$ cat config.mk
export PLATFORM = sky130hd
export DESIGN_NAME = regfile
export DESIGN_NICKNAME = d
export VERILOG_FILES = /design/src/issue_pkg.sv /design/src/regfile.sv
export SDC_FILE = /design/constraint.sdc
export NUM_CORES = 2
export LEC_CHECK = 0
export BUFFER_PORTS_ARGS = -buffer_cell sky130_fd_sc_hd__buf_2
export CELL_PAD_IN_SITES_DETAIL_PLACEMENT = 1
export CELL_PAD_IN_SITES_GLOBAL_PLACEMENT = 1
export CORE_AREA = 2 2 481 483
export CTS_CLUSTER_SIZE = 14
export DETAILED_ROUTE_END_ITERATION = 16
export DIE_AREA = 0 0 483 485
export GPL_ROUTABILITY_DRIVEN = 0
export PLACE_DENSITY_LB_ADDON = 0.1
export SLEW_MARGIN = 20
export SYNTH_ARGS = -nofsm -noshare
export SYNTH_HDL_FRONTEND = slang
export SYNTH_SLANG_ARGS = --single-unit
$ cat constraint.sdc
create_clock -name clk -period 1.6 [get_ports clk]
set_clock_uncertainty 0.15 [all_clocks]
set_input_delay 0 -clock clk [delete_from_list [all_inputs] [get_ports clk]]
set_output_delay 0 -clock clk [all_outputs]
set_load 0.01 [all_outputs]
$ cat src/issue_pkg.sv
package issue_pkg;

    localparam int xlen = 32;

    typedef logic [4:0]      reg_addr_t;
    typedef logic [xlen-1:0] reg_width_t;

    typedef enum logic [2:0] {
        op_add = 3'd0,
        op_sub = 3'd1,
        op_and = 3'd2,
        op_or  = 3'd3,
        op_xor = 3'd4,
        op_sll = 3'd5,
        op_mul = 3'd6
    } alu_op_t;

    typedef struct packed {
        alu_op_t    alu_op;
        logic       num1_need;     // clear: num1 is the immediate
        reg_addr_t  num1_addr;
        reg_width_t num1;
        logic       num2_need;
        reg_addr_t  num2_addr;
        reg_width_t num2;
        logic       write_reg_need;
        reg_addr_t  write_reg_addr;
    } iq_element_t;

    typedef struct packed {
        logic       line;          // lane that owns the pending write
        logic [2:0] position;      // one-hot E1/E2/E3, zero once in the regfile
        logic [2:0] accept_mask;   // stages the value may be forwarded from
    } score_board_data_t;

    typedef struct packed {
        logic       valid;
        alu_op_t    alu_op;
        reg_width_t num1;
        reg_width_t num2;
        logic       write_reg_need;
        reg_addr_t  write_reg_addr;
    } fu_require_t;

    localparam logic [2:0] pos_e1 = 3'b100;
    localparam logic [2:0] pos_e2 = 3'b010;
    localparam logic [2:0] pos_e3 = 3'b001;

    localparam logic [2:0] mask_alu = 3'b111;
    localparam logic [2:0] mask_mul = 3'b001; // mul result only leaves E3

endpackage

$ cat src/regfile.sv
`timescale 1ns/1ps

module regfile
    import issue_pkg::*;
(
    input  logic             clk,
    input  logic             rst_n,

    input  reg_addr_t [3:0]  read_addr,
    output reg_width_t [3:0] read_data,

    input  logic [1:0]       write_ena,
    input  reg_addr_t [1:0]  write_addr,
    input  reg_width_t [1:0] write_data
);

    reg_width_t regs [32];

    always_ff @(posedge clk or negedge rst_n) begin
        if (!rst_n) begin
            for (int r = 0; r < 32; r++) begin
                regs[r] <= '0;
            end
        end else begin
            for (int l = 0; l < 2; l++) begin
                if (write_ena[l] && write_addr[l] != '0) begin
                    regs[write_addr[l]] <= write_data[l]; // lane 1 wins on a clash
                end
            end
        end
    end

    always_comb begin
        for (int k = 0; k < 4; k++) begin
            read_data[k] = (read_addr[k] == '0) ? '0 : regs[read_addr[k]];
        end
    end

endmodule

# After elaboration in Yosys (flattened, before gate mapping)

Index checks and enable logic that the tools add are counted.

ROM bits: 0
Memories: 0
RAM bits: 0
Bits in registers: 1024
Output and inout bits: 128
Bits in latches: 0
Logic and storage cells: 80

Reductions and logical operators: 10
Bitwise gates (word level): 6
Order comparisons: 8
Add/sub/neg operators: 0
Mux-type cells: 24
Multiply operators: 0
Divide/modulo/power cells: 0
Shift-type cells: 0
Eq/ne operators: 0

Operators by type and width:

| operator             | count |
|---|---|
| $bwmux W1024         | 2 |
| $mux W1024           | 2 |
| $bmux W32 S5         | 4 |
| $mux W32             | 14 |
| $demux W32 S5        | 2 |
| $ge A6 B6 Y1 const B | 6 |
| $not A5 Y6           | 6 |
| $logic_not A5 Y1     | 4 |
| $lt A6 B1 Y1 const B | 2 |
| $reduce_bool A5 Y1   | 2 |
| $logic_and A1 B1 Y1  | 4 |

# Depth between registers and ports, before layout

Depth in word-level cells: 9
Depth in mapped cells: 9
Mapped depth without buffers: 4

# Least setup slack after synthesis

No wires, ideal clock.

Kind: input port to output port
Start point: in read_addr[10] (netlist name)
End point: out read_data[68] (netlist name)
Cell stages on the path: 7
Arrival time: 1674 ps
Data required time: 1450 ps
Setup slack: -224 ps
Cells stage by stage: buf_2 > buf_4 > buf_6 > buf_2 > mux4_2 > a211oi_1 > nor3_1

RTL lines:

| what        | RTL line      | text |
|---|---|---|
| from (decl) | regfile.sv:9  | `input reg_addr_t [3:0] read_addr,` |
| to (decl)   | regfile.sv:10 | `output reg_width_t [3:0] read_data,` |

==> results.yml <==
run_status:
  outcome: "complete, but fails checks"
  failed_checks: "negative setup slack"
global_routing:
  grt_usage_pct: 40.1
  grt_pass1_vias: 81500
  grt_overflow: 0
  grt_pass1_wl_mm: 663
  grt_max_degree: 78
  antenna_found_initial: 33
detailed_routing:
  routed_via_density: 6.53
  wl_met3_mm: 46.6
  wl_met2_mm: 210
  first_iter_violations: 9506
  wl_met1_mm: 185
  wl_per_cell_um: 39.5
  firstDrtPassIters: 5
  drc: 0
  drt-total-wl_mm: 480
  vias: 79400
  antenna_left: 0
  maxUsedRoutingLayer: "met5"
floorplan:
  core-area_sq_um: 229000
  die_area_sq_um: 234000
  num_io_pins: 226
  die_h_um: 485
  row_count: 176
  initial_core_util_pct: 34.9
  die_w_um: 483
yosys:
  yosys_most_used_dff: "dfrtp_1"
  synth_top_area_cell: "dfrtp_1"
  synth_cell_types: 52
  ys_ff_latch: 1024
  synth.top_cell.area_share_pct: 32.1
  yosysSeqAreaShare_pct: 32.1
  synthesis.area_sq_um: 79900
  synth_common_cells: "1538 x mux2i_1, 1024 x dfrtp_1, 800 x mux4_2, 706 x a21oi_1, 638 x nor2_1"
  synth_fp_nets: 7530
  synth_edf_count: 0
  synth_area_leaders: "dfrtp_1 32%, mux4_2 23%, mux2i_1 19%"
  synth_async_sr_flop_share_pct: 100
  synthCells: 7432
  synth_area_per_cell_sq_um: 10.8
  yosysMostFrequentCell: "mux2i_1"
  yosys_warnings: 0
hold_path:
  hold_end: "regs[832]"
  hold_path.startpoint: "write_addr[7]"
  min_path_type: "in -> reg"
  hold_depth: 6
power:
  intPower_mw: 81.9
  ir_worst_vdd_mv: 1.23
  p_switching_mw: 46.8
  leakagePower_nw: 49.0
  p_seq_share_pct: 31.3
  comb_power_share_pct: 43.7
  power.density_nw_per_um2: 1150
  switching_share_pct: 36.4
  pwr-share-clk_pct: 25.0
placement:
  io_buffers: 225
  hpwl_mm: 341
  placed_area_sq_um: 103000
clocking:
  cts.sinks: 1024
  path_clk_slew_ns: 0.06
  cts-root-buf: "clkbuf_16"
  cts_tree: "done"
  cts_buffer_depth: 3
  cts_htree_levels: 4
  clk_latency_ns: 0.85
  cts-buffers-inserted: 136
sta:
  fmax_mhz: 321
  slew_viol_final: 0
  final.setup.worst_slack_ns: -1.52
  rsz0062_at_grt: "true"
  slew_headroom_pct: 37.4
  fin_crit_ns: 3.12
  period_share_pct: 195
  finalHoldViolCount: 0
  fin_tns_setup_ns: -168.06
  setup_viol: 230
  tightest_slew_ns: 0.933
critical_path:
  critPathKind: "reg -> out"
  rr_worst_depth: 5
  cp.required_ns: 1.45
  arrival_ns: 2.97
  r2r_slack_ns: 0.29
  crit_path_end_kind: "output pin"
  worstReg2RegStart: "regs[443]"
  critPathMaxFanout: 4
  startpoint_type: "register"
  reg2reg_to: "regs[443]"
layout:
  largest_reg_flops: 1024
  nNetsFinal: 9103
  drive_gt1_share_pct: 43.6
  syn_to_final_growth_pct: 40.4
  reg_top3: "regs x1024"
  top_register: "regs"
  final_cell_area_sq_um: 112000
job:
  cap_violations: 0
==> cells by family after synthesis <==
family                 count (synthesis)  share of synthesized area (%)
buffers and inverters                941                           5.16
flip-flops                          1024                           32.1
AO/OA/AOI/OAI                       1634                           12.0
AND/OR/NAND/NOR                     1400                           7.61
multiplexers                        2433                           43.1
==> how the worst max path moves through the flow <==
| stage | slack (ns) | end | startpoint |
|---|---|---|---|
| finish | -1.52 | read_data[2] | regs[98] |
| global route | -1.55 | read_data[2] | regs[418] |
| CTS | -1.48 | read_data[35] | regs[227] |
| detailed placement | -1.26 | read_data[41] | read_addr[8] |
| global placement | -1.24 | read_data[41] | read_addr[8] |
| floorplan | -0.05 | read_data[97] | read_addr[16] |
==> cell type report <==
class | count | area (sq um)
Antenna cell | 16 | 40.0
Multi-Input combinational cell | 5467 | 54700
Timing Repair Buffer | 2372 | 23400
Fill cell | 23900 | 117000
Inverter | 4 | 15.0
Clock buffer | 196 | 3960
Sequential cell | 1024 | 25700
Clock inverter | 46 | 528
Tap cell | 3026 | 3790
==> timing repair <==
action	in CTS	in global routing
hold buffers	88	8
endpoints found under the hold margin	2016	108
gates resized for setup	411	190
gates cloned	0	1
pin swaps	126	83
setup buffers	93	46
endpoints found under the setup margin	128	466
==> metrics by stage <==
step / power (mW) / util (%) / setup WS, ns / hold WS [ns] / std cells
floorplan: 65.3 / - / -0.0540 / -0.446 / 7432
global placement: 88.8 / 45.1 / -1.24 / -0.0335 / 11700
detailed placement: 90.8 / 45.1 / -1.26 / -0.0258 / 11700
CTS: 126 / 48.5 / -1.48 / 0.00421 / 12100
global route: 133 / 49.0 / -1.55 / -0.00122 / 12100
finish: 129 / 49.0 / -1.52 / 0.00411 / 12200
==> placed cells by master, fill, tap and decap left out, drive strengths merged, types with 6 or more instances in the layout <==
master,Yosys,layout
o22ai,79,79
dlygate4sd3,0,86
o21ai,384,384
and3b,6,6
and2,42,42
nor2,640,640
a31oi,9,9
mux4,800,800
or3b,6,6
a21oi,706,706
a211oi,84,84
clkinv,2,24
nand3b,6,6
nor4,48,48
mux2i,1538,1538
a22o,58,58
a2111oi,29,29
bufinv,0,9
or3,6,6
dfrtp,1024,1024
nor2b,109,109
o32ai,37,37
mux2,95,95
diode,0,16
clkbuf,588,199
o221ai,29,29
nand3,9,9
buf,349,2280
inv,2,12
nor3,81,81
nand2,421,421
a22oi,212,212
==> critical path, stage by stage, from the launching register on <==
cell	delay (ns)
dfrtp_1	0.37
buf_6	0.12
mux4_2	0.25
nor2b_4	0.17
o32ai_4	0.14
nor4_4	0.78
buf_2	0.27
==> routing by layer <==
| layer | GRT usage, % | vias up |
|---|---|---|
| met5 | 0.592 | - |
| met4 | 27.3 | 22 |
| met3 | 10.3 | 1409 |
| met2 | 60.1 | 4759 |
| met1 | 50.8 | 41700 |
| li1 | - | 31500 |
==> power by group through the flow <==
stage | Sequential, mW | Clock, mW | Combinational, mW
final | 40.3 | 32.2 | 56.3
after global routing | 40.9 | 33.4 | 59.0
after CTS | 39.7 | 32.5 | 54.1
after detailed placement | 40.0 | 0 | 50.8
after global placement | 39.5 | 0 | 49.3
after floorplan | 38.6 | 0 | 26.7
Note: power is estimated with default switching activity, not from simulation.
