`src/issue_pkg.sv`:
```
package issue_pkg;

    localparam int xlen = 32;

    typedef logic [4:0]      reg_addr_t;
    typedef logic [xlen-1:0] reg_width_t;

    typedef enum logic [2:0] {
        op_add = 3'd0,
        op_sub = 3'd1,
        op_and = 3'd2,
        op_or  = 3'd3,
        op_xor = 3'd4,
        op_sll = 3'd5,
        op_mul = 3'd6
    } alu_op_t;

    typedef struct packed {
        alu_op_t    alu_op;
        logic       num1_need;     // clear: num1 is the immediate
        reg_addr_t  num1_addr;
        reg_width_t num1;
        logic       num2_need;
        reg_addr_t  num2_addr;
        reg_width_t num2;
        logic       write_reg_need;
        reg_addr_t  write_reg_addr;
    } iq_element_t;

    typedef struct packed {
        logic       line;          // lane that owns the pending write
        logic [2:0] position;      // one-hot E1/E2/E3, zero once in the regfile
        logic [2:0] accept_mask;   // stages the value may be forwarded from
    } score_board_data_t;

    typedef struct packed {
        logic       valid;
        alu_op_t    alu_op;
        reg_width_t num1;
        reg_width_t num2;
        logic       write_reg_need;
        reg_addr_t  write_reg_addr;
    } fu_require_t;

    localparam logic [2:0] pos_e1 = 3'b100;
    localparam logic [2:0] pos_e2 = 3'b010;
    localparam logic [2:0] pos_e3 = 3'b001;

    localparam logic [2:0] mask_alu = 3'b111;
    localparam logic [2:0] mask_mul = 3'b001; // mul result only leaves E3

endpackage

```
`src/score_board.sv`:
```
`timescale 1ns/1ps

module score_board
    import issue_pkg::*;
(
    input  logic                    clk,
    input  logic                    rst_n,

    input  logic [1:0]              write_ena,
    input  reg_addr_t [1:0]         write_addr,
    input  score_board_data_t [1:0] data_in,

    input  reg_addr_t [3:0]         read_addr,
    output score_board_data_t [3:0] data_out
);

    localparam int n_reg = 32;

    score_board_data_t entry [n_reg];

    always_ff @(posedge clk or negedge rst_n) begin
        if (!rst_n) begin
            for (int r = 0; r < n_reg; r++) begin
                entry[r] <= '0;
            end
        end else begin
            // pending writes move one stage toward the regfile
            for (int r = 0; r < n_reg; r++) begin
                entry[r].position <= entry[r].position >> 1;
            end
            // lane 1 is younger, so its write goes last
            for (int l = 0; l < 2; l++) begin
                if (write_ena[l] && write_addr[l] != '0) begin
                    entry[write_addr[l]] <= data_in[l];
                end
            end
        end
    end

    // r0 never gets an entry, reads of it always see the regfile
    always_comb begin
        for (int k = 0; k < 4; k++) begin
            data_out[k] = entry[read_addr[k]]; // same-cycle write not visible yet
        end
    end

endmodule

```
`config.mk`:
```
export PLATFORM = sky130hd
export DESIGN_NAME = score_board
export DESIGN_NICKNAME = d
export VERILOG_FILES = /design/src/issue_pkg.sv /design/src/score_board.sv
export SDC_FILE = /design/constraint.sdc
export NUM_CORES = 1
export LEC_CHECK = 0
export BUFFER_PORTS_ARGS = -buffer_cell sky130_fd_sc_hd__buf_4
export CAP_MARGIN = 10
export CORE_UTILIZATION = 51
export DETAILED_ROUTE_END_ITERATION = 7
export PLACE_DENSITY = 0.68
export SLEW_MARGIN = 20
export SYNTH_ARGS = -nofsm -noshare
export SYNTH_HDL_FRONTEND = slang
export SYNTH_SLANG_ARGS = --single-unit
```
`constraint.sdc`:
```
create_clock -name clk -period 3.9 [get_ports clk]
set_input_delay 0.975 -clock clk [delete_from_list [all_inputs] [get_ports clk]]
set_output_delay 0.975 -clock clk [all_outputs]
set_load 0.01 [all_outputs]
```
**Word-level counts from Yosys, hierarchy flattened**

Cells that the tools add are included.

- Magnitude comparators: 8
- Muxes and demuxes: 20
- Bitwise gates (word level): 6
- Reductions and logical operators: 6

Operators by type and width:

| cell | count |
|---|---|
| 224-bit bitwise mux | 2 |
| 224-bit 2-to-1 mux | 2 |
| 7-bit binary-select mux with 5-bit select | 4 |
| 7-bit demux with 5-bit select | 2 |
| 7-bit 2-to-1 mux | 10 |
| 6-bit greater-or-equal comparator (second input constant) | 6 |
| 5-bit NOT with 6-bit output | 6 |
| 6-bit by 1-bit < comparator with 1-bit output (second input constant) | 2 |
| 5-bit nonzero test | 2 |
| 1-bit logical AND | 4 |

- Bits in registers: 224
- Input port bits: 48
- Logic and storage cells: 136

**Logic depth before layout (Yosys ltp)**

- Depth after elaboration: 9
- Mapped depth: 6
- Gate-level depth less buffers: 3

**Worst setup path before layout**

OpenSTA, ideal clock, no wires.

- Kind: input-to-output
- From: input read_addr[7] (netlist bit)
- To: output data_out[11] (netlist bit)
- Arrival time: 2706 ps
- Setup slack: 219 ps
- Cell stages on the path: 5
- Cell sequence: clkbuf_1 > buf_1 > mux4_2 > mux4_2 > mux2_2

RTL lines:

| element | RTL line | text |
|---|---|---|
| start, declared | score_board.sv:13 | `input reg_addr_t [3:0] read_addr,` |
| end, declared | score_board.sv:14 | `output score_board_data_t [3:0] data_out` |

==> Flow_metrics.wiki <==
{| class="wikitable"
! Metric !! Value
|-
| Post-synth net total || 1734
|-
| Simple logic cell fraction of the synthesized area || 13.0%
|-
| Worst-skew pair later-pin latency || 0.57 ns
|-
| Final setup vio count || 0
|-
| Final critical-path share of the clock period || 99.2%
|-
| Worst setup slack for register-to-register paths || 2.55 ns
|-
| Primary flip-flop cell chosen by synthesis mapping || sky130_fd_sc_hd__dfrtp_1
|-
| Sequential-to-total area share from yosys stat || 30.6%
|-
| Transition time at the pin with the least slew margin || 1.15 ns
|-
| Synthesized-area fraction occupied by xor and xnor cells || 0%
|-
| Static Leakage || 6.96 nW
|-
| Routed length per instance || 36.8 um
|-
| Via count of the first global-routing pass || 15700
|-
| Complex-gate fraction of the synthesized area || 13.7%
|-
| Worst Setup SP || read_addr[6]
|-
| Total inserted antenna cells || 0
|-
| NumNets Final || 1639
|-
| Maximum clock skew at final layout || 0.00912 ns
|-
| Total power || 0.00850 W
|-
| Async SR Flop Fraction || 100%
|-
| Run status || finished with violations
|-
| Wire length of the first global-routing pass || 111 mm
|-
| Root buffer selected by CTS || sky130_fd_sc_hd__clkbuf_16
|-
| Initial Utilization || 51.7%
|-
| Areal power density over the cells || 424 mW/mm^2
|-
| Combinational family with the most area after synthesis || multiplexers
|-
| Post-synth EDFFs || 0
|-
| Multiplexer fraction of the synthesized cell area || 36.1%
|-
| Yosys warning total || 0
|-
| Placeable Area || 0.0355 mm^2
|-
| Class of the worst hold path || in -> async
|-
| CP startpoint kind || primary input
|-
| Worst vdd ir || 0.335 mV
|-
| Commonest non-fill, non-tap cell in the layout || sky130_fd_sc_hd__mux4_2
|-
| Routed WL || 76.2 mm
|-
| TritonRoute pass-1 iters || 8
|-
| Count of filler cells inserted in the layout || 2925
|-
| DRC errors left || 2
|-
| Total CTS buffers || 27
|-
| Post-synthesis adder-cell area fraction || 0%
|-
| Final-layout setup total negative slack || 0 ns
|-
| Via count of the routed design || 17100
|-
| Final-layout worst hold slack || 0.376 ns
|-
| Number of placement rows || 69
|-
| Proportion of layout cells with a drive suffix above 1 || 33.5%
|-
| Placer Congestion || 1.05
|-
| Crit path capture type || output pin
|-
| Largest net degree at the start of global routing || 78
|-
| Critical Path End || data_out[13]
|-
| CTS tree || yes
|-
| Final HPWL DP || 52.2 mm
|-
| Number of top-level design ports || 76
|-
| Max_slew headroom || 23.0%
|-
| Number of violations of the max-capacitance limit || 0
|-
| Most frequent cells in the layout || 280 x sky130_fd_sc_hd__mux4_2, 224 x sky130_fd_sc_hd__dfrtp_1, 206 x sky130_fd_sc_hd__o21ai_0
|-
| Die boundary height || 192 um
|-
| Die Outline Area || 0.0367 mm^2
|-
| Final antenna-violating net count || 0
|-
| Worst setup path class || in -> out
|-
| FF+latch count, synth || 224
|-
| Max-slew violation count || 0
|-
| Number of post-CTS setup repair buffers || 0
|-
| Crit Path Max Fanout || 18
|-
| Library cells used by synthesis || 32
|-
| Starting DRT DRC Count || 2926
|-
| Destination of the worst register-to-register timing path || entry[115]$_DFF_PN0_
|-
| Startpoint of the lowest-slack register-to-register path || entry[116]$_DFF_PN0_
|-
| Clk sink count || 224
|-
| Gr usage total || 42.2%
|-
| Number of cells traversed by the worst register-to-register path || 2
|-
| Layout Area Growth over Synthesis || 9.27%
|-
| Clk pin slew, worst setup/hold paths || 0.05 ns
|-
| Die X-Extent || 192 um
|-
| Number of antenna violations at the first check in global routing || 2
|-
| Remaining Overflow, GRT || 0
|-
| IO Port Bufs || 75
|-
| Worst Path Arrival || 2.90 ns
|-
| Violated checks || design-rule violations
|-
| Required time of the worst setup path || 2.92 ns
|-
| Fin util || 56.5%
|-
| Max reg flops || 224
|-
| Max Clock Freq || 0.258 GHz
|-
| Largest registers in the final layout || entry (224)
|-
| Standard cell area after detailed placement || 0.0192 mm^2
|-
| Post-route minimum period || 3.87 ns
|-
| Via-to-Cell Ratio || 8.28
|-
| Post-synthesis instance area || 0.0183 mm^2
|-
| Number of buffers on the longest clock path || 3
|-
| Instance count of the mapped netlist || 1686
|-
| Fin area || 0.0200 mm^2
|-
| Register ranked first by flip-flop count || entry
|-
| Final Hold Fails || 0
|-
| Syn avg cell area || 10.9 um^2
|-
| RSZ-0062 raised after global routing || no
|-
| Maximum level of the CTS H-tree || 1
|}
[synth_stat cells, types with 20 or more instances]
library cell | n | share of area (%)
sky130_fd_sc_hd__nand3_1 | 189 | 5.2
sky130_fd_sc_hd__dfrtp_1 | 224 | 31
sky130_fd_sc_hd__a31oi_1 | 186 | 6.3
sky130_fd_sc_hd__buf_1 | 28 | 0.57
sky130_fd_sc_hd__buf_6 | 20 | 1.2
sky130_fd_sc_hd__or2_2 | 26 | 0.89
sky130_fd_sc_hd__mux4_2 | 280 | 34
sky130_fd_sc_hd__mux2_2 | 28 | 1.7
sky130_fd_sc_hd__o21ai_0 | 206 | 5.6
sky130_fd_sc_hd__clkbuf_1 | 214 | 4.4
sky130_fd_sc_hd__o2111ai_1 | 31 | 1.5
sky130_fd_sc_hd__nor3_1 | 187 | 5.1
[through the flow]
step | std cells | worst slack (ns)
global route | 2069 | 0.000157
CTS | 2069 | 0.0344
finish | 2069 | 0.0297
floorplan | 1686 | 0.219
detailed placement | 2023 | 0.0406
global placement | 2023 | 0.0619
[where the power goes]
| group | internal (W) | leakage (nW) | total [W] | switching, W |
|---|---|---|---|---|
| combinational | 0.00136 | 3.67 | 0.00250 | 0.00114 |
| sequential | 0.00269 | 2.88 | 0.00355 | 0.000856 |
| clock | 0.00140 | 0.412 | 0.00245 | 0.00105 |
[metal layers]
layer	GRT usage, %	vias up	wire length (um)
met5	0	-	13
met4	10.0	2	2470
met3	22.3	206	15200
met2	58.1	1689	31600
met1	58.5	8603	26800
li1	-	6634	-
[worst min path at each step]
stage | from | endpoint | slack [ns] | depth (start not counted)
CTS | rst_n | entry[163]$_DFF_PN0_ | 0.41 | 1
global placement | entry[223]$_DFF_PN0_ | entry[223]$_DFF_PN0_ | 0.42 | 0
detailed placement | entry[218]$_DFF_PN0_ | entry[218]$_DFF_PN0_ | 0.43 | 0
floorplan | entry[217]$_DFF_PN0_ | entry[217]$_DFF_PN0_ | 0.47 | 1
finish | rst_n | entry[163]$_DFF_PN0_ | 0.38 | 1
global route | rst_n | entry[163]$_DFF_PN0_ | 0.44 | 1
[worst max-delay path, cell delays in order]
cell and delay, ns:
sky130_fd_sc_hd__buf_4 0.17, sky130_fd_sc_hd__buf_12 0.20, sky130_fd_sc_hd__mux4_2 0.53, sky130_fd_sc_hd__mux4_2 0.54, sky130_fd_sc_hd__mux2_2 0.32, sky130_fd_sc_hd__buf_4 0.15
[area by class of cell]
class	instances	area, um^2	area share (%)
well taps	461	577	2.88
inverters	1	3.75	0.0187
repair buffers	149	1450	7.21
clock inverters	5	36.3	0.181
flip-flops and latches	224	5610	28.0
multi-input cells	1188	11600	57.7
clock buffers	41	798	3.98
[logic make-up after synthesis]
kind of cell	count (synthesis)
AOI/OAI and AO/OA	434
buffers and inverters	274
DFF	224
muxes	308
other	1
and+or+nand+nor	445
[timing repair]
action,4_1_cts,5_1_grt
hold buffers,0,0
endpoints found under the setup margin,0,3
gates resized for setup,0,3
Note: power is estimated with default switching activity, not from simulation.
