$ cat src/issue_pkg.sv
package issue_pkg;

    localparam int xlen = 32;

    typedef logic [4:0]      reg_addr_t;
    typedef logic [xlen-1:0] reg_width_t;

    typedef enum logic [2:0] {
        op_add = 3'd0,
        op_sub = 3'd1,
        op_and = 3'd2,
        op_or  = 3'd3,
        op_xor = 3'd4,
        op_sll = 3'd5,
        op_mul = 3'd6
    } alu_op_t;

    typedef struct packed {
        alu_op_t    alu_op;
        logic       num1_need;     // clear: num1 is the immediate
        reg_addr_t  num1_addr;
        reg_width_t num1;
        logic       num2_need;
        reg_addr_t  num2_addr;
        reg_width_t num2;
        logic       write_reg_need;
        reg_addr_t  write_reg_addr;
    } iq_element_t;

    typedef struct packed {
        logic       line;          // lane that owns the pending write
        logic [2:0] position;      // one-hot E1/E2/E3, zero once in the regfile
        logic [2:0] accept_mask;   // stages the value may be forwarded from
    } score_board_data_t;

    typedef struct packed {
        logic       valid;
        alu_op_t    alu_op;
        reg_width_t num1;
        reg_width_t num2;
        logic       write_reg_need;
        reg_addr_t  write_reg_addr;
    } fu_require_t;

    localparam logic [2:0] pos_e1 = 3'b100;
    localparam logic [2:0] pos_e2 = 3'b010;
    localparam logic [2:0] pos_e3 = 3'b001;

    localparam logic [2:0] mask_alu = 3'b111;
    localparam logic [2:0] mask_mul = 3'b001; // mul result only leaves E3

endpackage

$ cat src/issue_queue.sv
`timescale 1ns/1ps

module issue_queue
    import issue_pkg::*;
#(
    parameter int iq_depth = 4     // power of two
) (
    input  logic              clk,
    input  logic              rst_n,

    input  logic              in_req,
    output logic              in_ack,
    input  alu_op_t           in_alu_op,
    input  logic              in_num1_need,
    input  reg_addr_t         in_num1_addr,
    input  reg_width_t        in_num1,
    input  logic              in_num2_need,
    input  reg_addr_t         in_num2_addr,
    input  reg_width_t        in_num2,
    input  logic              in_write_reg_need,
    input  reg_addr_t         in_write_reg_addr,

    output iq_element_t [1:0] issue_require,
    output logic [1:0]        iq_size,
    input  logic [1:0]        iq_pop_number
);

    localparam int aw = $clog2(iq_depth);
    localparam int cw = $clog2(iq_depth + 1);

    typedef logic [aw-1:0] ptr_t;
    typedef logic [cw-1:0] cnt_t;
    typedef enum logic {ack_idle, ack_high} ack_state_t;

    iq_element_t mem [iq_depth];
    ptr_t        head;
    ptr_t        tail;
    cnt_t        count;
    ack_state_t  state;
    logic        push;

    // accept only from idle, one entry per req/ack cycle
    assign push   = (state == ack_idle) && in_req && (count < cnt_t'(iq_depth));
    assign in_ack = (state == ack_high);

    always_ff @(posedge clk or negedge rst_n) begin
        if (!rst_n) begin
            state <= ack_idle;
        end else begin
            case (state)
                ack_idle: if (push) state <= ack_high;
                ack_high: if (!in_req) state <= ack_idle;
                default:  state <= ack_idle;
            endcase
        end
    end

    always_ff @(posedge clk or negedge rst_n) begin
        if (!rst_n) begin
            head  <= '0;
            tail  <= '0;
            count <= '0;
        end else begin
            head  <= head + ptr_t'(iq_pop_number); // pop lands on the issue edge
            tail  <= tail + ptr_t'(push);
            count <= count + cnt_t'(push) - cnt_t'(iq_pop_number);
        end
    end

    always_ff @(posedge clk) begin
        if (push) begin
            mem[tail] <= '{
                alu_op:         in_alu_op,
                num1_need:      in_num1_need,
                num1_addr:      in_num1_addr,
                num1:           in_num1,
                num2_need:      in_num2_need,
                num2_addr:      in_num2_addr,
                num2:           in_num2,
                write_reg_need: in_write_reg_need,
                write_reg_addr: in_write_reg_addr
            };
        end
    end

    // two oldest entries, wrap comes free with a power-of-two depth
    assign issue_require[0] = mem[head];
    assign issue_require[1] = mem[head + ptr_t'(1)];
    assign iq_size          = (count >= cnt_t'(2)) ? 2'd2 : 2'(count);

endmodule

$ cat config.mk
export PLATFORM = sky130hd
export DESIGN_NAME = issue_queue
export DESIGN_NICKNAME = d
export VERILOG_FILES = /design/src/issue_pkg.sv /design/src/issue_queue.sv
export SDC_FILE = /design/constraint.sdc
export NUM_CORES = 1
export LEC_CHECK = 0
export ABC_CLOCK_PERIOD_IN_PS = 9350
export BUFFER_PORTS_ARGS = -buffer_cell sky130_fd_sc_hd__buf_4
export CORE_ASPECT_RATIO = 0.7
export CORE_MARGIN = 2
export CORE_UTILIZATION = 56
export DETAILED_ROUTE_END_ITERATION = 10
export GPL_TIMING_DRIVEN = 0
export PLACE_DENSITY = 0.8
export SETUP_SLACK_MARGIN = 0.1
export SLEW_MARGIN = 20
export SYNTH_ARGS = -nofsm -noshare
export SYNTH_HDL_FRONTEND = slang
export SYNTH_SLANG_ARGS = --single-unit
$ cat constraint.sdc
create_clock -name clk -period 9.35 [get_ports clk]
set_input_delay 0.4675 -clock clk [delete_from_list [all_inputs] [get_ports clk]]
set_output_delay 0.4675 -clock clk [all_outputs]
set_load 0.02 [all_outputs]
Yosys cells after proc, flatten, opt, wreduce, memory -nomap -nowiden. Memories as Yosys holds them, arrays and structs flattened. Cells that the tools add are included. Widths: inputs -> output; s select.

Add/sub/neg operators: 5. Order comparisons: 2. Multiplexer cells: 5. Bitwise gates (word level): 1. Reduce and logical (&&, ||, !) cells: 2.

Operators by type and width (count): $add 3x1->3 (1); $ge 3x2->1 const B (1); $lt 3x3->1 const B (1); $mux 1 (3); $sub 3x2->3 (1); $add 2x1->2 (1); $add 2x1->2 const B (1); $add 2x2->2 (1); $logic_and 1x1->1 (2); $mux 2 (1); $pmux 1 s2 (1); $not 1->1 (1).

Register bits: 8. RAM bits: 340. Input bits: 90. Logic and storage cells: 20. Memories: 1.

Memories: mem (words 4, bits a word 85, rd ports 2, clocked after Yosys merged registers in 0, write ports 1, line issue_queue.sv:35) `iq_element_t mem [iq_depth];`.

Logic depth before layout (Yosys ltp).
Word-level depth: 5. Gate-level depth with buffers: 8. Depth with buffers taken out: 7.

Worst setup path after synthesis. No wires, ideal clock.

Kind: reg2reg. From: register state (netlist: in_ack). To: memory mem[1][0] (netlist name), enable pin. Library setup time: 650 ps. Arrival: 7254 ps. Required time: 8700 ps. Setup slack: 1445 ps. Cell stages (with the launch flop): 4. Period minus slack after synthesis: 7905 ps. Path through: dfrtp_1 > or3b_2 > clkbuf_1 > nor3b_1.

Cells in the longest elaborated chain, start to end: 5.

RTL lines: from (decl) (line issue_queue.sv:39) `ack_state_t state;`; from (signal assigned) (line issue_queue.sv:48) `state <= ack_idle;`; from (signal assigned) (line issue_queue.sv:51) `ack_idle: if (push) state <= ack_high;`; from (signal assigned) (line issue_queue.sv:52) `ack_high: if (!in_req) state <= ack_idle;`; $not 1->1 (line issue_queue.sv:43) `assign push = (state == ack_idle) && in_req && (count < cnt_t'(iq_depth));`; $logic_and 1x1->1 (2 in a row) (line issue_queue.sv:43); $mux 1 (line issue_queue.sv:71) `if (push) begin`; $mux 1 (implied by the code) (line issue_queue.sv:72) `mem[tail] <= '{`; to (decl) (line issue_queue.sv:35).

No other way between the ends.

Worst setup path in the final report.
From: register count[2]. To: memory mem[1][57] (netlist name), enable pin.

Cells in the longest elaborated chain, start to end: 4.

RTL lines: from (decl) (line issue_queue.sv:38) `cnt_t count;`; from (signal assigned) (line issue_queue.sv:66) `count <= count + cnt_t'(push) - cnt_t'(iq_pop_number);`; $lt 3x3->1 (line issue_queue.sv:43); $logic_and 1x1->1 (line issue_queue.sv:43); $mux 1 (line issue_queue.sv:71); $mux 1 (implied by the code) (line issue_queue.sv:72).

No other way between the ends.

==> results.md <==
CTS:
- CTS built an H-tree with a depth of 2.
- In this run, post-CTS repair resized a total of 0 instances.
- The clock edge transition at the registers on the reported setup and hold paths is 60 ps.
- The TritonCTS clock tree is built.
- The latest clock arrival within the worst-skew pair is 520 ps.
- The clock sink total is 348.
- The tree is rooted in a sky130_fd_sc_hd__clkbuf_16.
- No sink is reached through more buffers than the 3 on the longest clock path.
- The number of clock buffers added by TritonCTS is 35.

Detailed routing:
- The number of iterations in the first detailed-routing pass is 5.
- The via total after detailed routing is 7950.
- After detailed routing, the number of remaining DRC violations is 0.
- The detailed router finished its first iteration with 668 violations.
- For this block, the routed nets add up to 34160 um of wire.
- Once detail routing completed, the nets flagged for antenna violations numbered 0.
- Dividing the detail-routed wire length by the instance count gives 26.87 um.
- The vias per cell is 6.255.

Cells and area:
- The share of cells above drive strength 1 is 0.5915.
- The synthesis-to-finish area growth is 26.00%.
- The net count of the finished layout is 1013.
- The number of antenna cells inserted is 0.

Logic synthesis:
- The synthesized design contains 340 enable-type register cells.
- The number of synthesized register bits is 348.
- The synthesized netlist cell count is 582.
- The synthesized area per cell is 25.27 sq um.
- The synthesized netlist contains 19 unique library cells.
- The largest total area in the synthesized netlist belongs to sky130_fd_sc_hd__edfxtp_1.
- The net count after synthesis is 678.
- The share of the yosys chip area belonging to registers is 0.7079.
- The fraction of registers with async set or reset after synthesis is 0.02299.
- The share of the synthesized area in the top cell type is 0.6943.
- After synthesis the cells add up to 14710 sq um.
- For this run, the leading register cell type out of synthesis is sky130_fd_sc_hd__edfxtp_1.
- The dominant cell by count in the synthesized netlist is sky130_fd_sc_hd__edfxtp_1.
- Ranked by instance count, the synthesized netlist is headed by sky130_fd_sc_hd__edfxtp_1 (340), sky130_fd_sc_hd__mux4_2 (170), sky130_fd_sc_hd__buf_2 (23).
- Sorting the synthesized cells by area gives the leading types as sky130_fd_sc_hd__edfxtp_1 (69%), sky130_fd_sc_hd__mux4_2 (26%), sky130_fd_sc_hd__dfrtp_1 (1.4%).
- During synthesis, Yosys emitted a total of 0 warnings.

Global routing:
- The first-pass GRT wire length is 51440 um.
- Entering global routing, the biggest net connects 42 pins.
- The number of antenna violations at the first check in global routing is 1.
- The overall routing resource usage is 0.2534.
- For met2 alone, demand over resource in global routing was 0.4040.
- In the global route stage, met1 resource usage came out at 0.3483.
- The most utilized layer in the global route result is met2.
- In the global route stage, met3 resource usage came out at 0.07998.
- The total congestion overflow is 0.
- The via count of the first global-routing pass was 8316.

Power and ir drop:
- The largest vdd supply drop is 0.2645 mV.
- The proportion of power drawn by the clock network is 0.213.
- The design draws 0.006289 W.
- Of the total power, the share spent switching nets is 0.3499.
- Of the total power, registers draw 0.315.
- The switching power is 0.002201 W.
- The total power density per cell area is 339.4 nW/um^2.
- For this design the static power due to leakage is 6.544 nW.
- Of the total power, combinational logic draws 0.471.
- The total internal power is 0.004089 W.

Floorplanning:
- The die width is 197.7 um.
- The initial cell density of the core is 0.5711.
- The total area inside the core boundary comes to 25750 sq um.
- The initialized floorplan defines 49 standard-cell rows.
- The total I/O pin count is 263.
- Measured along the y axis, the die boundary spans 139.6 um.
- The floorplan step defined a die boundary enclosing 27590 sq um.

Timing:
- The final number of hold-violating endpoints is 0.
- Setup repair after global routing left no endpoint under its margin.
- The total count of max-transition violations in the final report is 0.
- Of the available clock period, the critical path in the final layout requires 0.3025.
- The minimum period implied by the final worst setup slack is 2828 ps.
- Clock skew on the completed layout was measured at 21.90 ps.
- At the pin with the least slew margin, the transition time is 663.2 ps.
- Based on the critical path, the design can be clocked at up to 353.5 MHz.
- Setup violations remaining at the end of the flow were counted as 0.
- Summed over all failing endpoints, the final setup total negative slack is 0 ps.
- Measured against its own limit, the worst slew margin works out to 0.5579.

Outcome:
- The flow ran to the end, and the final reports show no timing, DRC or antenna violations.

Setup path:
- The data arrival time of the critical path is 3050 ps.
- The number of cells traversed by the worst register-to-register path is 7.
- The path type of the worst setup path is reg2reg.
- The worst setup path is captured at a register.
- At the worst endpoint, the required time is 9570 ps.
- The launching element type of the critical path is a register.
- In this run the worst path has a maximum fanout of 9.

Flow run:
- The max-capacitance violation count is 0.

Placement:
- After legalization and detailed placement, the total HPWL measured 23840 um.
- At the end of routability-driven placement, the weighted congestion stood at 0.8177.
- Buffers placed on the I/O ports in this run total 262.

Worst hold path:
- Counting instances, the worst hold path has a depth of 1.
- The worst hold path belongs to the class in2reg.
[what timing repair did]
action / in CTS / in global routing
endpoints found under the hold margin: 8 / 0
buffers inserted: 0 / 0
hold buffers: 1 / 0
endpoints found under the setup margin: 0 / 0
[final timing paths]
| path | startpoint | endpoint | slack (ps) |
|---|---|---|---|
| max in group asynchronous | rst_n | count[1] | 8920 |
| min in group asynchronous | rst_n | count[2] | 300 |
| hold / removal | in_num1[30] | mem[3][74] | 140 |
| setup / recovery | count[2] | mem[1][57] | 6520 |
| hold reg to reg | head[0] | head[0] | 520 |
| setup reg to reg | count[2] | mem[1][57] | 6520 |
[metal layers]
layer / part of all wire / vias up
met3: 0.11 / 41
met2: 0.49 / 417
met5: 0.00026 / -
met1: 0.38 / 4216
li1: - / 3274
met4: 0.016 / 2
[layout make-up]
class	instances	area [sq um]
clock inverter	17	130.1
multi-input combinational	189	4028
tap	331	414.1
buffer	39	265.3
sequential	348	10410
inverter	6	22.52
clock buffer	43	968.4
timing repair buffer	298	2291
fill	1503	7221
[cell usage in the layout, fill, tap and decap left out]
master                            n
sky130_fd_sc_hd__buf_4          292
sky130_fd_sc_hd__mux4_2         170
sky130_fd_sc_hd__clkinvlp_4       1
sky130_fd_sc_hd__nor3_2           1
sky130_fd_sc_hd__a21boi_0         1
sky130_fd_sc_hd__xor2_1           2
sky130_fd_sc_hd__dlygate4sd3_1    1
sky130_fd_sc_hd__buf_2           23
sky130_fd_sc_hd__nor2_1           1
sky130_fd_sc_hd__clkbuf_8         2
sky130_fd_sc_hd__clkbuf_16       37
sky130_fd_sc_hd__dfrtp_1          8
sky130_fd_sc_hd__clkinv_4         1
sky130_fd_sc_hd__ha_1             5
sky130_fd_sc_hd__clkinv_1         9
sky130_fd_sc_hd__buf_6           16
sky130_fd_sc_hd__or3b_2           1
sky130_fd_sc_hd__or2_2            1
sky130_fd_sc_hd__and3_4           1
sky130_fd_sc_hd__edfxtp_1       340
sky130_fd_sc_hd__fa_1             1
sky130_fd_sc_hd__clkbuf_1         7
sky130_fd_sc_hd__xnor2_1          3
sky130_fd_sc_hd__buf_16           1
sky130_fd_sc_hd__nor3b_2          2
sky130_fd_sc_hd__inv_1            6
sky130_fd_sc_hd__buf_12           1
sky130_fd_sc_hd__clkinv_2         4
sky130_fd_sc_hd__bufinv_16        2
[through the flow]
step	cells	cell area [sq um]	setup slack, ps	util	hold slack [ps]
final	1271	18530	6522	0.7196	143.2
after global routing	1271	18530	6376	0.7196	126.9
after CTS	1271	18530	6512	0.7196	120.0
after detailed placement	1210	17420	6440	0.6765	288.0
after global placement	1175	17090	-3533	0.6636	285.9
after floorplan	582	14710	1445	-	171.9
[power by group through the flow]
stage | registers, W | clock network [W] | logic (W)
after detailed placement | 0.00201 | 0 | 0.00298
after floorplan | 0.00201 | 0 | 0.00186
after global routing | 0.00200 | 0.00142 | 0.00311
after CTS | 0.00198 | 0.00137 | 0.00300
after global placement | 0.00205 | 0 | 0.00290
final | 0.00198 | 0.00134 | 0.00297
[critical path, cell delays in order (launching register included)]
cell                       delay [ps]
sky130_fd_sc_hd__dfrtp_1          430
sky130_fd_sc_hd__or3b_2           480
sky130_fd_sc_hd__clkbuf_1         190
sky130_fd_sc_hd__nor3b_2          490
sky130_fd_sc_hd__buf_4            290
sky130_fd_sc_hd__buf_4            220
sky130_fd_sc_hd__buf_4            230
sky130_fd_sc_hd__buf_4            180
[registers in the layout, indices dropped and copies added, names as in the netlist]
name,cells
head,2
count,3
tail,2
mem,340
in_ack,1
[kinds of logic (layout without fill, tap and decap cells)]
group                    after synthesis  count (layout)  share of synthesized area
AO/OA/AOI/OAI                          1               1                  0.0005107
XOR/XNOR                               5               5                   0.002979
adder cells (fa/ha/maj)                6               6                   0.005616
buffers and inverters                 45             403                    0.01957
flip-flops                           348             348                     0.7079
multiplexers                         170             170                     0.2604
AND/OR/NAND/NOR                        7               7                   0.003063
Power figures use the tool's default switching activity.
