**config.mk**
```make
export PLATFORM = sky130hd
export DESIGN_NAME = issue
export DESIGN_NICKNAME = d
export VERILOG_FILES = /design/src/issue_pkg.sv /design/src/issue.sv
export SDC_FILE = /design/constraint.sdc
export NUM_CORES = 1
export LEC_CHECK = 0
export BUFFER_PORTS_ARGS = -buffer_cell sky130_fd_sc_hd__buf_2
export CORE_AREA = 2 2 262 264
export DETAILED_ROUTE_END_ITERATION = 6
export DIE_AREA = 0 0 264 266
export SYNTH_ARGS = -nofsm -noshare
export SYNTH_HDL_FRONTEND = slang
export SYNTH_SLANG_ARGS = --single-unit
```
**constraint.sdc**
```tcl
create_clock -name vclk -period 5.35
set_clock_uncertainty 0.1 [all_clocks]
set_input_delay 0.2675 -clock vclk [all_inputs]
set_output_delay 0.2675 -clock vclk [all_outputs]
set_load 0.01 [all_outputs]
```
**src/issue_pkg.sv**
```systemverilog
package issue_pkg;

    localparam int xlen = 32;

    typedef logic [4:0]      reg_addr_t;
    typedef logic [xlen-1:0] reg_width_t;

    typedef enum logic [2:0] {
        op_add = 3'd0,
        op_sub = 3'd1,
        op_and = 3'd2,
        op_or  = 3'd3,
        op_xor = 3'd4,
        op_sll = 3'd5,
        op_mul = 3'd6
    } alu_op_t;

    typedef struct packed {
        alu_op_t    alu_op;
        logic       num1_need;     // clear: num1 is the immediate
        reg_addr_t  num1_addr;
        reg_width_t num1;
        logic       num2_need;
        reg_addr_t  num2_addr;
        reg_width_t num2;
        logic       write_reg_need;
        reg_addr_t  write_reg_addr;
    } iq_element_t;

    typedef struct packed {
        logic       line;          // lane that owns the pending write
        logic [2:0] position;      // one-hot E1/E2/E3, zero once in the regfile
        logic [2:0] accept_mask;   // stages the value may be forwarded from
    } score_board_data_t;

    typedef struct packed {
        logic       valid;
        alu_op_t    alu_op;
        reg_width_t num1;
        reg_width_t num2;
        logic       write_reg_need;
        reg_addr_t  write_reg_addr;
    } fu_require_t;

    localparam logic [2:0] pos_e1 = 3'b100;
    localparam logic [2:0] pos_e2 = 3'b010;
    localparam logic [2:0] pos_e3 = 3'b001;

    localparam logic [2:0] mask_alu = 3'b111;
    localparam logic [2:0] mask_mul = 3'b001; // mul result only leaves E3

endpackage

```
**src/issue.sv**
```systemverilog
`timescale 1ns/1ps

module issue
    import issue_pkg::*;
(
    // queue head
    input  iq_element_t [1:0]       issue_require,
    input  logic [1:0]              iq_size,
    output logic [1:0]              iq_pop_number,

    // scoreboard
    output reg_addr_t [3:0]         score_board_read_addr,
    input  score_board_data_t [3:0] score_board_read_data,
    output logic [1:0]              score_board_write_ena,
    output reg_addr_t [1:0]         score_board_write_addr,
    output score_board_data_t [1:0] score_board_write_data,

    // regfile and bypass
    output reg_addr_t [3:0]         regfile_read_addr,
    input  reg_width_t [3:0]        regfile_read_data,
    input  reg_width_t [3:0]        bypass_result,

    output fu_require_t [1:0]       fu_require
);

    // operand j: instruction j/2, num1 when j is even, num2 when odd
    logic [3:0]       opd_need;
    reg_addr_t [3:0]  opd_addr;
    reg_width_t [3:0] opd_imm;
    logic [3:0]       dep_hit;
    logic [3:0]       opd_ready;
    reg_width_t [3:0] opd_val;

    logic             first_ready;
    logic             second_ready;
    logic [1:0]       issue_cnt;

    function automatic logic [2:0] accept_of(alu_op_t op);
        return (op == op_mul) ? mask_mul : mask_alu;
    endfunction

    always_comb begin
        for (int i = 0; i < 2; i++) begin
            opd_need[2*i]   = issue_require[i].num1_need;
            opd_addr[2*i]   = issue_require[i].num1_addr;
            opd_imm[2*i]    = issue_require[i].num1;
            opd_need[2*i+1] = issue_require[i].num2_need;
            opd_addr[2*i+1] = issue_require[i].num2_addr;
            opd_imm[2*i+1]  = issue_require[i].num2;
        end
        // second reads what the head is about to write
        for (int j = 0; j < 4; j++) begin
            dep_hit[j] = (j >= 2) && issue_require[0].write_reg_need
                      && opd_addr[j] != '0
                      && opd_addr[j] == issue_require[0].write_reg_addr;
        end
    end

    assign score_board_read_addr = opd_addr;
    assign regfile_read_addr     = opd_addr;

    always_comb begin
        for (int j = 0; j < 4; j++) begin
            opd_ready[j] = 1'b0;
            opd_val[j]   = '0;
            if (!opd_need[j]) begin
                opd_ready[j] = 1'b1;
                opd_val[j]   = opd_imm[j];
            end else if (!dep_hit[j]) begin
                if (score_board_read_data[j].position == 3'b000) begin
                    opd_ready[j] = 1'b1;                   // settled in the regfile
                    opd_val[j]   = regfile_read_data[j];
                end else if ((score_board_read_data[j].position
                              & score_board_read_data[j].accept_mask) != 3'b000) begin
                    opd_ready[j] = 1'b1;
                    opd_val[j]   = bypass_result[j];
                end
            end
        end
    end

    assign first_ready  = &opd_ready[1:0];
    assign second_ready = &opd_ready[3:2];

    // in-order: the second never goes without the head
    always_comb begin
        if (iq_size == 2'd0 || !first_ready) begin
            issue_cnt = 2'd0;
        end else if (iq_size == 2'd2 && second_ready) begin
            issue_cnt = 2'd2;
        end else begin
            issue_cnt = 2'd1;
        end
    end

    assign iq_pop_number = issue_cnt;

    always_comb begin
        for (int l = 0; l < 2; l++) begin
            fu_require[l]             = '0;
            score_board_write_ena[l]  = 1'b0;
            score_board_write_addr[l] = '0;
            score_board_write_data[l] = '0;
            if (l < int'(issue_cnt)) begin
                fu_require[l].valid          = 1'b1;
                fu_require[l].alu_op         = issue_require[l].alu_op;
                fu_require[l].num1           = opd_val[2*l];
                fu_require[l].num2           = opd_val[2*l+1];
                fu_require[l].write_reg_need = issue_require[l].write_reg_need;
                fu_require[l].write_reg_addr = issue_require[l].write_reg_addr;

                score_board_write_ena[l]  = issue_require[l].write_reg_need;
                score_board_write_addr[l] = issue_require[l].write_reg_addr;
                score_board_write_data[l] = '{
                    line:        1'(l),
                    position:    pos_e1,   // enters E1 on this edge
                    accept_mask: accept_of(issue_require[l].alu_op)
                };
            end
        end
    end

endmodule

```
**After elaboration in Yosys (flattened, before gate mapping)**

Index checks and enable logic that the tools add are counted.
Widths: inputs -> output; s select.

- Register bits: 0
- Input bits: 456
- Word-level logic and storage cells: 71

- Bitwise operators: 4
- Multiplexer cells: 40
- Reduce and logical (&&, ||, !) cells: 20
- Magnitude comparators: 2
- Eq/ne operators: 5

Operators by type and width:

| cell | count |
|---|---|
| $mux 32 | 14 |
| $mux 74 | 2 |
| $mux 1 | 16 |
| $and 3x3->3 | 4 |
| $logic_not 3->1 | 4 |
| $reduce_bool 3->1 | 4 |
| $eq 5x5->1 | 2 |
| $mux 5 | 2 |
| $reduce_bool 5->1 | 2 |
| $mux 7 | 1 |
| $eq 3x3->1 const B | 2 |
| $mux 3 | 2 |
| $mux 6 | 1 |
| $logic_and 1x1->1 | 5 |
| $lt 1x2->1 const A | 2 |
| $mux 2 | 2 |
| $reduce_and 2->1 | 2 |
| $eq 2x2->1 const B | 1 |
| $logic_not 2->1 | 1 |
| $logic_not 1->1 | 1 |
| $logic_or 1x1->1 | 1 |

**Depth between registers and ports, before layout**

Gate-level depths: netlist of the first run.

- Depth after elaboration: 12
- Gate-level depth with buffers: 8

**Worst setup path before layout of the first run**

OpenSTA, ideal clock, no wires.

- Path kind: input to output
- Start: input port score_board_read_data[10] in the netlist's numbering
- End: output port score_board_write_data[9] in the netlist's numbering
- Slack: 2750 ps
- Arrival time: 2233 ps
- Stages on the path: 8
- Path buffers: 3
- Required time: 4983 ps
- Path through: o31a_1 a221o_1 clkbuf_1 a2111o_1 a221o_1 buf_4 a31oi_1 buf_4

RTL lines:

| element | RTL line | source |
|---|---|---|
| from (decl) | issue.sv:13 | `input score_board_data_t [3:0] score_board_read_data,` |
| to (decl) | issue.sv:16 | `output score_board_data_t [1:0] score_board_write_data,` |

==> results of run 1 <==
[worst paths after layout]
path	from	endpoint	slack, ns	cells past startpoint
worst max-delay path	issue_require[162]	score_board_write_data[9]	1.73	8
worst min-delay path	issue_require[80]	regfile_read_addr[4]	0.44	0
[where the power goes]
group,internal [W],total [W],switching [W]
Combinational,0.000300,0.000677,0.000377
Clock,0.000000000267,0.000000000267,0
Sequential,0,0,0
Total,0.000300,0.000677,0.000377
[cells by family (layout without fill, tap and decap cells)]
family	count (synthesis)	after routing	share of synthesized area, %
AO/OA/AOI/OAI	214	214	40.76
XOR/XNOR	8	8	1.764
buffers and inverters	131	655	19.37
multiplexers	64	64	17.13
other	1	17	0.09440
AND/OR/NAND/NOR	201	201	20.88
[critical path: stages]
cell     delay (ns)
buf_2          0.18
or4_1          0.54
a21oi_1        0.30
nor3_1         0.13
a221o_2        0.68
buf_4          0.40
a31oi_1        0.49
buf_2          0.24
[cell usage in the layout, fill, tap and decap left out, types with 8 or more instances in the layout]
master,n
a211oi_1,66
a21oi_1,25
a21oi_2,10
a22oi_1,67
a2bb2oi_1,32
and2_1,15
buf_2,633
buf_4,15
diode_2,12
mux2_2,32
mux2i_1,32
nand2_1,69
nor2_1,100
xnor2_1,8
[layer usage]
metal	up-vias	GRT usage, %
li1	3294	-
met1	3181	10.13
met2	546	16.10
met3	56	2.948
met4	10	3.133
met5	-	0
[area by class of cell]
cell class                 instances  share of cell area [%]
multi-input combinational        492                   42.33
inverter                           7                  0.3412
antenna                           12                  0.3900
timing repair buffer             648                   42.61
tap                              882                   14.33
[per-stage QoR]
| step | hold slack [ns] | setup WS [ns] |
|---|---|---|
| 3_5_place_dp | 0.4351 | 1.751 |
| 6_report | 0.4350 | 1.734 |
| 3_3_place_gp | 0.4351 | 1.764 |
| 4_1_cts | 0.4351 | 1.732 |
| 5_1_grt | 0.4351 | 1.666 |
| 2_1_floorplan | 0.5268 | 2.750 |
==> results.cfg, run 1 <==
[layout]
drive_gt1_share_pct = 60.77
area.sequential_um2 = 0
areaGrowthSynthToFinish_pct = 93.83
finalInstanceArea_um2 = 7700
nNetsFinal = 1605
seq_cell_count = 0
nClkBuffers = 0
fin_cells = 2041
fillers = 7911
fin_util_pct = 11.37
multi_input_area_um2 = 3259

[placement]
post-place-cells = 2029
placed_cell_area_um2 = 7670
routabilityCongestion = 0.9410
hpwl_mm = 30.94
port-buffer-count = 633

[route]
drcViolationCount = 0
via_count = 7087
wl_per_cell_um = 17.32
avgViaCountPerCell = 3.472
dr.first_iter.drc_count = 386
drt_wl_total_mm = 35.35
top_layer_used = met5
dr.pass1.iters = 5
wl_met2_mm = 16.79
postRouteAntennaNets = 0
dr_wl_met3_mm = 3.835
wl_met1_mm = 13.36

[grt]
grt_pass1_wl_mm = 46.36
antenna_found_initial = 18
grtUsageTotal_pct = 9.066
grt_max_degree = 65
grt_pass1_vias = 6590
overflow = 0

[worst_hold_path]
min_path_type = in -> out

[worst_setup_path]
crit_fanout = 39
crit_type = in -> out
end_kind = output pin
start_kind = input port
crit_required_ns = 4.98
crit_arrival_ns = 3.25

[sta]
finalHoldViolations = 0
final.min_clock_period_ns = 3.616
tns_ns = 0
max_slew_margin_pct = 51.50
setup_violations = 0
final-max-slew-violation-count = 0
period_share_pct = 67.58
fmax_mhz = 276.6
worst_pin_slew_ns = 0.7267
rsz0062_at_grt = false

[yosys]
ys_types = 32
synth_area_leaders = a22oi_1 13%, a211oi_1 12%, buf_4 12%
syn_inst = 619
synth_top_area_share_pct = 12.66
syn_area_um2 = 3973
yosysWarnings = 0
ys_seq_area_share_pct = 0
synth_most_common_cell = nor2_1
syn-mean-instance-area_um2 = 6.418
yosysTopAreaCell = a22oi_1
synth_commonest_cells = 100 x nor2_1, 69 x nand2_1, 67 x a22oi_1, 66 x a211oi_1, 66 x buf_4

[die]
die_y_um = 266
die_w_um = 264
rows = 96
die_area_um2 = 70220
ios = 672
start_util_pct = 5.864
core-area_um2 = 67750

[pwr]
p_per_area_nw_per_um2 = 87.91
finalPower_w = 0.0006769
vdd_drop_max_v = 0.00004252
leakage_nw = 3.811

[clocking]
cts_hold_buffers = 0
cts_resized = 0
postCtsSetupRepairBufs = 0

[outcome]
outcome = complete, no violations

[flow_run]
drv_cap = 0
(Power assumes the default switching activity.)
==> run 2, diff against run 1 <==
==> constraint.sdc (replaced) <==
create_clock -name vclk -period 3.2
set_clock_uncertainty 0.1 [all_clocks]
set_input_delay 0.16 -clock vclk [all_inputs]
set_output_delay 0.16 -clock vclk [all_outputs]
set_load 0.01 [all_outputs]
==> results.cfg, run 2 (synthesis results as in run 1) <==
[sta]
finalHoldViolations = 0
whs_ns = 0.2200
fmax_mhz = 357.1
worst_pin_slew_ns = 0.6724
final-max-slew-violation-count = 0
setup_violations = 0
postLayoutSetupSlackWorst_ns = 0.4000
rsz0062_at_grt = false
period_share_pct = 87.50
final.min_clock_period_ns = 2.800
tns_ns = 0
max_slew_margin_pct = 55.06

[die]
rows = 96
die_w_um = 264
die_area_um2 = 70220
core-area_um2 = 67750
die_y_um = 266
ios = 672
start_util_pct = 5.864

[grt]
grt_max_degree = 65
antenna_found_initial = 19
grt_pass1_vias = 6766
grtUsageTotal_pct = 9.314
grt_pass1_wl_mm = 47.37
overflow = 0

[worst_hold_path]
worstHoldPathCells = 0
min_path_type = in -> out
holdPathEnd = regfile_read_addr[4]
hp-start = issue_require[80]

[route]
drcViolationCount = 0
avgViaCountPerCell = 3.471
wl_per_cell_um = 17.56
postRouteAntennaNets = 0
dr.first_iter.drc_count = 308
dr.pass1.iters = 4
via_count = 7137
drt_wl_total_mm = 36.10

[layout]
fillers = 7912
areaGrowthSynthToFinish_pct = 97.17
final_cell_mix = 633 x buf_2, 100 x nor2_1, 69 x nand2_1
nClkBuffers = 0
fin_util_pct = 11.56
seq_cell_count = 0
drive_gt1_share_pct = 61.24
layout_commonest_cell = buf_2
multi_input_area_um2 = 3259
area.sequential_um2 = 0
nNetsFinal = 1619

[pwr]
finalPower_w = 0.001158
p_per_area_nw_per_um2 = 147.8
leakage_nw = 3.890
vdd_drop_max_v = 0.00007505

[placement]
hpwl_mm = 31.75
routabilityCongestion = 0.9287
detailedPlace.worstSlack_ns = 0.3562
port-buffer-count = 633

[worst_setup_path]
slowest_delay_ns = 0.54
crit_family = simple AND/OR/NAND/NOR gates
crit_required_ns = 2.94
end_kind = output pin
start_kind = input port
crit_fanout = 10
crit_arrival_ns = 2.54
slowest_stage = or4_1
crit_type = in -> out
path_cells = buf_2 -> or4_1 -> a21oi_1 -> nor3_1 -> a221o_2 -> inv_1 -> buf_4 -> buf_4 -> and2_1 -> buf_2
crit_buf_inv = 5

[clocking]
cts_hold_buffers = 0
cts_resized = 0
postCtsSetupRepairBufs = 0

[outcome]
outcome = complete, no violations

[flow_run]
drv_cap = 0
[run 2: changes by cell type in the layout (fill, tap and decap cells not counted), sizes merged]
cell   previous run  this run
diode            12        13
buf             648       662
[run 2: cell type report]
cell class | count | share of cell area (%)
Timing Repair Buffer | 662 | 43.55
Multi-Input combinational cell | 492 | 41.61
Tap cell | 882 | 14.09
Antenna cell | 13 | 0.4153
Inverter | 7 | 0.3355
[run 2: worst max path at each step]
stage / endpoint / cells past startpoint / from / slack [ns]
2_1_floorplan: score_board_write_data[9] / 8 / score_board_read_data[10] / 0.81
3_5_place_dp: score_board_write_ena[1] / 9 / issue_require[162] / 0.36
5_1_grt: score_board_write_addr[6] / 10 / issue_require[162] / 0.23
3_3_place_gp: score_board_write_addr[6] / 10 / issue_require[162] / 0.38
4_1_cts: score_board_write_ena[1] / 9 / issue_require[162] / 0.34
6_report: score_board_write_addr[6] / 10 / issue_require[162] / 0.40
[run 2: layer usage]
metal | GRT usage [%] | vias to the layer above | wire length (um) | part of all wire, %
met4 | 3.762 | 12 | 1451 | 4.0
li1 | - | 3326 | - | -
met3 | 2.532 | 59 | 3454 | 9.6
met2 | 16.23 | 524 | 17000 | 47
met5 | 0 | - | 69 | 0.19
met1 | 10.75 | 3216 | 14120 | 39
[run 2: through the flow]
| stage | instances | cell area [um^2] |
|---|---|---|
| after global placement | 2043 | 7800 |
| after CTS | 2043 | 7800 |
| final | 2056 | 7833 |
| after global routing | 2053 | 7825 |
| after detailed placement | 2043 | 7800 |
| after floorplan | 623 | 3988 |
[run 2: report_power, final]
| part | internal [W] | switching, W | total, W |
|---|---|---|---|
| clock network | 0.000000000520 | 0 | 0.000000000520 |
| logic | 0.000521 | 0.000636 | 0.00116 |
| registers | 0 | 0 | 0 |
| total | 0.000521 | 0.000636 | 0.00116 |
